$ cat config.mk
export PLATFORM = sky130hd
export DESIGN_NAME = sd_read_ctrl
export DESIGN_NICKNAME = d
export VERILOG_FILES = /design/src/logic/sd_proto_pkg.sv /design/src/logic/sd_host_pkg.sv /design/src/logic/sd_read_ctrl.sv
export SDC_FILE = /design/constraint.sdc
export NUM_CORES = 1
export LEC_CHECK = 0
export ABC_AREA = 1
export BUFFER_PORTS_ARGS = -buffer_cell sky130_fd_sc_hd__buf_2
export CAP_MARGIN = 10
export CORE_MARGIN = 2
export CORE_UTILIZATION = 45
export CTS_CLUSTER_DIAMETER = 40
export DETAILED_ROUTE_END_ITERATION = 7
export GPL_TIMING_DRIVEN = 0
export PLACE_DENSITY = 0.72
export SETUP_SLACK_MARGIN = 0.05
export SLEW_MARGIN = 30
export SYNTH_ARGS = -nofsm -noshare
export SYNTH_HDL_FRONTEND = slang
export SYNTH_SLANG_ARGS = --single-unit
$ cat constraint.sdc
create_clock -name sys_clk -period 2.3 [get_ports sys_clk]
set_input_delay 0.115 -clock sys_clk [delete_from_list [all_inputs] [get_ports sys_clk]]
set_output_delay 0.115 -clock sys_clk [all_outputs]
set_load 0.1 [all_outputs]
$ cat src/logic/sd_proto_pkg.sv
// SD bus protocol definitions
// frame types and constants for the command, response and data paths

package sd_proto_pkg;

	typedef logic [5:0] cmd_index_t;   // command index field
	typedef logic [31:0] cmd_arg_t;    // command argument field
	typedef logic [6:0] crc7_t;        // command frame crc
	typedef logic [47:0] resp_frame_t; // start bit down to end bit

	// bits in a command or short response frame
	localparam int cmd_frame_bits = 48;

	// single block read
	localparam cmd_index_t cmd_read_single = 6'd17;

	// bytes per data block
	localparam int block_bytes = 512;

	// crc bits sent on each data line after a block
	localparam int data_crc_bits = 16;

	// sd_clk periods before a missing response is reported
	localparam int resp_timeout_ticks = 80;

	// block number to byte address on standard capacity cards
	localparam int std_addr_shift = 9;

endpackage

$ cat src/logic/sd_host_pkg.sv
// SD host side definitions
// clock division, timeouts and transfer types of the read host

package sd_host_pkg;

	typedef logic [31:0] block_addr_t; // block number on the card
	typedef logic [7:0] byte_t;        // one data byte
	typedef logic [8:0] byte_index_t;  // byte position inside a block

	// sys_clk cycles per sd_clk half period
	localparam int sd_clk_half = 2;

	// sd_clk periods allowed before the data start nibble
	localparam int data_timeout_ticks = 1024;

endpackage

$ cat src/logic/sd_read_ctrl.sv
// SD block range read sequencer
// issues one CMD17 per block from start_block to end_block, checks the R1
// and the data block, and aborts with read_error on a fault

module sd_read_ctrl (
	input  logic                      sys_clk,
	input  logic                      rst,
	input  logic                      read_req,
	input  sd_host_pkg::block_addr_t  start_block,
	input  sd_host_pkg::block_addr_t  end_block,
	input  logic                      high_capacity,
	output logic                      cmd_start,
	output sd_proto_pkg::cmd_index_t  cmd_index,
	output sd_proto_pkg::cmd_arg_t    cmd_arg,
	input  logic                      cmd_done,
	output logic                      resp_start,
	output logic                      data_start,
	input  sd_proto_pkg::resp_frame_t resp_frame,
	input  logic                      resp_timeout,
	input  logic                      resp_done,
	input  logic                      data_timeout,
	input  logic                      data_done,
	output sd_host_pkg::block_addr_t  block_number,
	output logic                      idle,
	output logic                      read_error
);

	typedef enum logic [2:0] {
		st_idle,
		st_issue,  // cmd_start cycle
		st_cmd,
		st_launch, // arm both receivers
		st_wait,
		st_abort
	} ctrl_state_t;

	ctrl_state_t state;
	sd_host_pkg::block_addr_t cur_block;
	sd_host_pkg::block_addr_t last_block;
	logic hc_mode;
	logic resp_ok;
	logic data_ok;
	logic resp_bad;
	logic block_end;

	assign cmd_start = (state == st_issue);
	assign cmd_index = sd_proto_pkg::cmd_read_single;
	assign cmd_arg = hc_mode ? cur_block : cur_block << sd_proto_pkg::std_addr_shift;
	assign resp_start = (state == st_launch);
	assign data_start = (state == st_launch); // data may start before the R1 ends
	assign idle = (state == st_idle);
	assign read_error = (state == st_abort);

	assign resp_bad = resp_timeout || (resp_frame[45:40] != sd_proto_pkg::cmd_read_single);
	assign block_end = (resp_ok || resp_done) && (data_ok || data_done);

	always_ff @(posedge sys_clk)
	begin
		if (rst)
		begin
			state <= st_idle;
			cur_block <= '0;
			last_block <= '0;
			hc_mode <= 1'b0;
			resp_ok <= 1'b0;
			data_ok <= 1'b0;
			block_number <= '0;
		end
		else
		begin
			case (state)
				st_idle:
					if (read_req)
					begin
						cur_block <= start_block;
						last_block <= end_block;
						hc_mode <= high_capacity;
						block_number <= '0;
						state <= st_issue;
					end
				st_issue:
				begin
					resp_ok <= 1'b0;
					data_ok <= 1'b0;
					state <= st_cmd;
				end
				st_cmd:
					if (cmd_done)
						state <= st_launch;
				st_launch:
					state <= st_wait;
				st_wait:
					if ((resp_done && resp_bad) || (data_done && data_timeout))
					begin
						state <= st_abort;
					end
					else if (block_end)
					begin
						if (cur_block >= last_block)
						begin
							state <= st_idle; // whole range read
						end
						else
						begin
							cur_block <= cur_block + 1'b1;
							block_number <= block_number + 1'b1;
							state <= st_issue;
						end
					end
					else
					begin
						if (resp_done)
							resp_ok <= 1'b1;
						if (data_done)
							data_ok <= 1'b1;
					end
				st_abort:
					state <= st_idle;
				default:
					state <= st_idle;
			endcase
		end
	end

endmodule

# == Yosys cells after proc, flatten, opt, wreduce, memory -nomap -nowiden ==
# Cells that the tools add are included.
# totals
in_bits,121
register_bits,102
word_cells,65
out_inout_bits,75
# classes
magnitude_cmp,1
n_reduce_logical,15
n_addsub,2
n_mux,25
eq_ne,15
# op_table
cell,n
2-to-1 mux 32 bit,9
one-hot mux 32 bit (2 select lines),2
"adder 32 x 1 -> 32 bit, second input constant",2
>= comparator 32 bit,1
"!= test 2 bit, second input constant",8
one-hot mux 3 bit (5 select lines),1
2-to-1 mux 3 bit,4
AND reduction 4 bit,2
2-to-1 mux 1 bit,7
"equality test 3 x 2 -> 1 bit, second input constant",2
"equality test 3 bit, second input constant",2
"!= test 6 x 5 -> 1 bit, second input constant",1
AND reduction 5 bit,1
logical OR 1 bit,4
one-hot mux 1 bit (2 select lines),2
nonzero test 2 bit,2
"equality test 3 x 1 -> 1 bit, second input constant",1
logical AND 1 bit,3
logical NOT 3 bit,1
"!= test 3 bit, second input constant",1
AND reduction 3 bit,1
AND reduction 2 bit,1

# == Depth between registers and ports, before layout ==
# Gate-level depths: netlist of run 1.
# logic_depth
depth_word,6
mapped_depth,20
mapped_depth_nobuf,18

# == Worst setup path before layout of run 1 ==
# No wires, ideal clock.
# synth_path
kind,reg2reg
from,reg state[0]
to,reg block_number[5]
required_ns,2.186
setup_slack_ns,-0.682
setup_time_ns,0.114
stages_incl_launch_ff,11
arrival_ns,2.869
path_cell_list,dfxtp_1 nor2_1 inv_2 nor2_1 nand2_1 o21ai_2 nand3_2 buf_6 buf_2 a21oi_1 nor2_1
# synth_via
elab_chain_len,3
elab_cells_between_ends,9
classes_between,eq/ne (5); mux (1); reduce/logical (3)
# synth_rtl
item,line,rtl
"start, declared",sd_read_ctrl.sv:37,ctrl_state_t state;
"start signal, assigned",sd_read_ctrl.sv:61,state <= st_idle;
"start signal, assigned",sd_read_ctrl.sv:79,state <= st_issue;
"start signal, assigned",sd_read_ctrl.sv:85,state <= st_cmd;
logical NOT 3 bit *,--,
net idle,sd_read_ctrl.sv:24,"output logic idle,"
!= test 2 bit (no line) or nonzero test 2 bit (tied branches),--,
AND reduction 5 bit (no line),--,
"end signal, assigned",sd_read_ctrl.sv:106,block_number <= block_number + 1'b1;
"end, declared",sd_read_ctrl.sv:23,"output sd_host_pkg::block_addr_t block_number,"
# The timed path passes the listed nets; every way through them passes the cells marked *.
# A chain may end at the register's enable or synchronous reset.

# == Worst setup path in the final report of run 1 ==
# layout_path
from,reg cur_block[1]
to,reg block_number[3]
# layout_via
elab_chain_len,3
# layout_rtl
item,line,rtl
"start, declared",sd_read_ctrl.sv:38,sd_host_pkg::block_addr_t cur_block;
"start signal, assigned",sd_read_ctrl.sv:75,cur_block <= start_block;
"start signal, assigned",sd_read_ctrl.sv:105,cur_block <= cur_block + 1'b1;
>= comparator 32 bit,sd_read_ctrl.sv:99,if (cur_block >= last_block)
!= test 2 bit (no line),--,
AND reduction 5 bit (no line),--,
# No other way between the ends.

==> results.py, run 1 <==
metrics = {
    "sta": {
        "fin_crit_sh": 0.985,
        "slew_viol_final": 0,
        "relSlewSlack": 0.505,
        "layout_min_cycle_time_ns": 2.27,
        "setup_ws_ns": 0.0338,
        "setup_violations": 0,
        "rsz0062_at_grt": "true",
        "final_hold_viol_count": 0,
        "fin_setup_tns_ns": 0,
        "finalClockSkew_ns": 0.0105,
        "worstMarginPinSlew_ns": 0.742,
        "fmax_mhz": 441,
    },
    "global_routing": {
        "grt_first_pass_wirelength_mm": 39.8,
        "grt_pass1_vias": 7754,
        "grt_overflow": 0,
        "grt_max_degree": 16,
        "antenna_found_initial": 0,
        "track_usage": 0.287,
    },
    "logic_synthesis": {
        "yosys_warnings": 0,
        "synth_cell_types": 37,
        "synth_edf_count": 0,
        "synthCells": 1249,
        "syn_avg_cell_area_um2": 5.86,
        "async_reset_ff_frac": 0,
        "synth_flop_cell": "dfxtp_1",
        "ys_seq_area_frac": 0.279,
        "syn_area_um2": 7320,
        "synth-seq-cells": 102,
    },
    "route": {
        "initialDrtViolationCount": 908,
        "vias_per_cell": 5.33,
        "vias": 8784,
        "drt-pass1-iter-count": 6,
        "ant_nets": 0,
        "route.detailed.wl_per_inst_um": 16.0,
        "wl_mm": 26.4,
        "drc": 0,
    },
    "layout": {
        "final_cell_mix": "nand2_1, inv_1, buf_2, nor2_1, o21ai_0",
        "fillers": 1622,
        "final_common_cell": "nand2_1",
        "drive_gt1_frac": 0.229,
        "area_growth_syn_to_layout_pct": 27.7,
        "num_antenna_cells": 0,
        "fin_nets": 1582,
    },
    "clocking": {
        "clock_latency_ns": 0.37,
        "htreeDepth": 3,
        "clkSinkCount": 102,
        "clock-root-buffer": "clkbuf_16",
        "cts_tree": "built",
        "cts_buffers": 9,
        "cts_max_path_buffers": 2,
        "clk_pin_slew_worst_paths_ns": 0.07,
    },
    "die": {
        "io_pins": 196,
        "die_h_um": 132,
        "core-area_um2": 15900,
        "start_util": 0.461,
        "die-area_um2": 17300,
        "die_x_um": 132,
        "rows": 46,
    },
    "worst_setup_path": {
        "startpoint_type": "flop",
        "worst_ep_arrival_time_ns": 2.53,
        "critPathMaxStageDelay_ns": 0.36,
        "cp-end-kind": "flop",
        "cpMostUsedCell": "nand2_1",
        "crit_fanout": 8,
        "path_class": "reg2reg",
        "required_ns": 2.56,
        "path_cells": "ha_1 > nand2_1 > nand2_1 > nand2_1 > nand2_1 > nand2_1 > nand2_1 > nand2_1 > nand2_2 > nand2_2 > nand2_4 > nand2_4 > nand3_4 > buf_12 > clkbuf_16 > a21oi_2 > nor2_1",
        "critPathSlowestCell": "dfxtp_2",
    },
    "run": {
        "cap_violations": 0,
    },
    "outcome": {
        "status": "completed",
    },
    "placement": {
        "place_ws_ns": -0.558,
        "dp_hpwl_mm": 19.4,
        "io_buffers": 146,
        "gp_congestion": 0.960,
    },
    "power_and_ir_drop": {
        "power.leakage_nw": 4.52,
        "powerDensity_nw_per_um2": 938,
        "ir_drop_mv": 0.669,
    },
    "worst_hold_path": {
        "hp-class": "in2reg",
    },
}
## flip-flops by register name, indices dropped and copies added, names as in the netlist
name / count
hc_mode: 1
data_ok: 1
resp_ok: 1
state: 3
last_block: 32
cur_block: 32
block_number: 32
## final timing paths
kind                          startpoint                           end  slack [ns]  cells past startpoint
max            cur_block[1]$_SDFFE_PP0P_  block_number[3]$_SDFFE_PP0P_        0.03                     17
min                        end_block[27]   last_block[27]$_SDFFE_PP0P_        0.02                      3
max reg2reg    cur_block[1]$_SDFFE_PP0P_  block_number[3]$_SDFFE_PP0P_        0.03                     17
min reg2reg  last_block[16]$_SDFFE_PP0P_   last_block[16]$_SDFFE_PP0P_        0.46                      2
## area by class of cell
class | count | area [um2] | area share
Multi-Input combinational cell | 917 | 4710 | 0.504
Sequential cell | 102 | 2110 | 0.226
Timing Repair Buffer | 163 | 951 | 0.102
Inverter | 174 | 656 | 0.0701
Buffer | 60 | 382 | 0.0408
Tap cell | 216 | 270 | 0.0289
Clock buffer | 13 | 250 | 0.0268
Clock inverter | 3 | 20.0 | 0.00214
## metrics by stage
step | total power [mW] | cells | utilization | hold WS, ns | area (um2)
3_3_place_gp | 6.62 | 1615 | 0.527 | 0.392 | 8380
3_5_place_dp | 6.69 | 1615 | 0.527 | 0.399 | 8380
4_1_cts | 8.27 | 1635 | 0.553 | 0.0236 | 8790
2_1_floorplan | 5.73 | 1253 | - | 0.283 | 7370
5_1_grt | 9.25 | 1648 | 0.589 | 0.0313 | 9350
6_report | 8.77 | 1648 | 0.589 | 0.0233 | 9350
## per-layer routing
metal,part of all wire,routed length (um),global-route usage,up-vias
li1,-,-,-,4307
met1,0.43,11400,0.378,4025
met2,0.47,12300,0.468,398
met3,0.071,1880,0.0401,54
met4,0.032,850,0.129,0
met5,0,0,0,-
## cells by family (layout without fill, tap and decap cells)
family,Yosys count,count (layout),synth area share
and+or+nand+nor,694,694,0.395
other,2,6,0.00103
xor gates and xnor gates,19,19,0.0227
adders and majority gates,34,34,0.0581
AOI/OAI and AO/OA,164,164,0.117
buffers and inverters,234,413,0.127
DFF,102,102,0.279
## synthesized netlist by cell type (2+ instances only)
master    instances  share of area
o211ai_1          2         0.0020
buf_1             7         0.0036
o31ai_1           2         0.0020
nor2_4            2         0.0031
a21oi_1          68          0.046
nor2_1          162          0.083
nand4_1          44          0.038
buf_2            10         0.0068
nor2_2            2         0.0017
clkbuf_1         34          0.017
conb_1            2         0.0010
nand3_1          59          0.040
o21ai_0          81          0.055
o21a_1            3         0.0031
inv_1           171          0.088
xor2_1           18          0.022
nor3_1           31          0.021
nand3_2           2         0.0027
buf_4             7         0.0072
nor2b_1           2         0.0017
nor3b_1           2         0.0020
nand2_2           2         0.0017
ha_1             34          0.058
nor4_1            4         0.0034
dfxtp_1         102           0.28
o21ai_1           2         0.0014
o21ai_2           2         0.0024
nand2_1         380           0.19
buf_6             2         0.0031
inv_2             3         0.0015
## critical path: cells and delay by family, from the launching register on
kind | cells | cell delay, ns
AOI/OAI and AO/OA | 1 | 0.11
adders and majority gates | 1 | 0.32
buffers and inverters | 2 | 0.37
DFF | 1 | 0.36
and+or+nand+nor | 13 | 0.99
## report_power, final
part / internal [mW] / switching (mW) / total, mW
registers: 2.12 / 0.442 / 2.57
clock network: 0.765 / 0.731 / 1.50
logic: 1.29 / 3.41 / 4.71
total: 4.18 / 4.59 / 8.77
## repair_timing
item / CTS / global route
cloned: 0 / 4
endpoints found under the setup margin: 81 / 88
buffers inserted: 4 / 9
pin swaps: 0 / 25
hold buffers: 0 / 0
resized for setup: 46 / 126
Power figures use the tool's default switching activity.
==> run 2: changes to the inputs <==
--- a/config.mk
+++ b/config.mk
@@ -9,11 +9,11 @@
 export BUFFER_PORTS_ARGS = -buffer_cell sky130_fd_sc_hd__buf_2
 export CAP_MARGIN = 10
 export CORE_MARGIN = 2
-export CORE_UTILIZATION = 45
+export CORE_UTILIZATION = 50
 export CTS_CLUSTER_DIAMETER = 40
 export DETAILED_ROUTE_END_ITERATION = 7
 export GPL_TIMING_DRIVEN = 0
-export PLACE_DENSITY = 0.72
+export PLACE_DENSITY = 0.78
 export SETUP_SLACK_MARGIN = 0.05
 export SLEW_MARGIN = 30
 export SYNTH_ARGS = -nofsm -noshare
==> run 2 against run 1 <==
  * First-iteration DRC count rose by 26%
  * Total power barely moved
  * Cell area fell by 0.96%
  * Clock skew fell by 0.0022 ns
  * Cell count fell by 2.0%
  * Critical path type unchanged
==> results.py, run 2 (synthesized netlist as in run 1, its figures left out) <==
metrics = {
    "layout": {
        "drive_gt1_frac": 0.214,
        "final_cell_mix": "nand2_1, inv_1, nor2_1, buf_2, o21ai_0",
        "area_growth_syn_to_layout_pct": 26.4,
        "num_antenna_cells": 0,
        "final_common_cell": "nand2_1",
        "largestRegisters": "block_number x32, cur_block x32, last_block x32",
        "fin_nets": 1581,
        "layout.cells.non_filler": 1615,
    },
    "global_routing": {
        "track_usage": 0.310,
        "grt_pass1_vias": 7875,
        "grt_max_degree": 17,
        "grt_overflow": 0,
        "grt_first_pass_wirelength_mm": 39.2,
        "antenna_found_initial": 0,
    },
    "die": {
        "core-area_um2": 14400,
        "die_x_um": 125,
        "start_util": 0.508,
        "io_pins": 196,
        "die-area_um2": 15600,
        "die_h_um": 125,
        "rows": 44,
    },
    "route": {
        "vias_per_cell": 5.46,
        "initialDrtViolationCount": 1141,
        "ant_nets": 0,
        "route.detailed.wl_per_inst_um": 15.8,
        "wl_mm": 25.6,
        "vias": 8814,
        "drt-pass1-iter-count": 7,
        "drc": 0,
    },
    "worst_setup_path": {
        "critPathMaxStageDelay_ns": 0.42,
        "r2r_slack_ns": 0.07,
        "worst_ep_arrival_time_ns": 2.52,
        "required_ns": 2.60,
        "critPathSlowestCell": "dfxtp_4",
        "worstRegToRegCells": 16,
        "cpMostUsedCell": "nand2_2",
        "startpoint_type": "flop",
        "crit_fanout": 10,
        "path_cells": "inv_4 > ha_4 > nand4_1 > nor2_2 > nor2_2 > nand2_2 > nand2_2 > nand2_2 > nand2_1 > nand2_2 > nand2_4 > nand3_4 > buf_12 > buf_8 > nor2_1 > nor2_1",
        "path_class": "reg2reg",
        "cp-end-kind": "flop",
    },
    "clocking": {
        "cts_tree": "built",
        "clock-root-buffer": "clkbuf_16",
        "hold_buffers": 0,
        "clkSinkCount": 102,
        "cts_buffers": 9,
        "htreeDepth": 3,
        "clock_latency_ns": 0.37,
        "clk_pin_slew_worst_paths_ns": 0.08,
        "cts_max_path_buffers": 2,
    },
    "sta": {
        "fmax_mhz": 449,
        "final_hold_viol_count": 0,
        "fin_crit_sh": 0.968,
        "rsz0062_at_grt": "true",
        "setup_violations": 0,
        "layout_min_cycle_time_ns": 2.23,
        "worstMarginPinSlew_ns": 0.703,
        "relSlewSlack": 0.531,
        "slew_viol_final": 0,
        "hold_slack_ns": 0.0247,
        "finalClockSkew_ns": 0.00831,
    },
    "placement": {
        "gp_congestion": 0.989,
        "io_buffers": 146,
        "dp_hpwl_mm": 19.0,
        "post-place-cells": 1583,
    },
    "power_and_ir_drop": {
        "power.leakage_nw": 4.52,
        "ir_drop_mv": 0.688,
        "powerDensity_nw_per_um2": 948,
        "pwr-share-comb": 0.524,
        "power_frac_seq": 0.291,
        "internal_power_mw": 4.22,
        "switching_share": 0.519,
        "clockPowerShare": 0.185,
        "switching_power_mw": 4.55,
    },
    "run": {
        "cap_violations": 0,
    },
    "outcome": {
        "status": "completed",
    },
    "worst_hold_path": {
        "hold_depth": 3,
        "hp-class": "in2reg",
    },
}
## run 2: metrics by stage
step	area, um2	TNS, ns	total power [mW]	util	worst slack [ns]
4_1_cts	8760	0	8.34	0.607	0.0604
2_1_floorplan	7370	-6.78	5.73	-	-0.589
3_5_place_dp	8340	-22.56	6.66	0.578	-0.480
6_report	9260	0	8.78	0.642	0.0746
5_1_grt	9260	-0.00648	9.23	0.642	-0.00648
3_3_place_gp	8340	-21.26	6.59	0.578	-0.460
## run 2: critical path, delay by kind of cell (launching register included)
kind / cells / cell delay (ns)
simple gates: 12 / 1.09
fa+ha+maj: 1 / 0.26
flops: 1 / 0.42
buf+inv: 3 / 0.37
## run 2: layout make-up
type,instances,area [um2]
fill,1379,5160
multi-input combinational,917,4640
sequential,102,2120
timing repair buffer,162,947
inverter,174,656
buffer,60,369
clock buffer,11,243
tap,184,230
clock inverter,5,58.8
## run 2: path summary, 6_finish.rpt
check                         startpoint                           to
max            cur_block[0]$_SDFFE_PP0P_    cur_block[1]$_SDFFE_PP0P_
min                        end_block[24]  last_block[24]$_SDFFE_PP0P_
max reg2reg    cur_block[0]$_SDFFE_PP0P_    cur_block[1]$_SDFFE_PP0P_
min reg2reg  last_block[18]$_SDFFE_PP0P_  last_block[18]$_SDFFE_PP0P_
## run 2: layer usage
layer / wire, um / global-route usage / share of wire / vias up
met3: 2350 / 0.0321 / 0.092 / 76
met1: 10400 / 0.406 / 0.41 / 3957
met5: 0 / 0 / 0 / -
met2: 11900 / 0.514 / 0.46 / 472
li1: - / - / - / 4309
met4: 949 / 0.146 / 0.037 / 0
## run 2: repair_timing
item | in CTS | in global routing
resized for setup | 37 | 108
pin swaps | 2 | 20
cloned | 0 | 3
buffers inserted | 4 | 9
setup endpoints to repair | 79 | 83
## run 2: power by group through the flow
stage | clock (mW) | combinational (mW) | sequential [mW]
6_report | 1.63 | 4.59 | 2.55
5_1_grt | 1.69 | 4.95 | 2.59
4_1_cts | 1.62 | 4.22 | 2.51
3_5_place_dp | 0 | 4.12 | 2.54
3_3_place_gp | 0 | 4.05 | 2.54
2_1_floorplan | 0 | 2.62 | 3.11
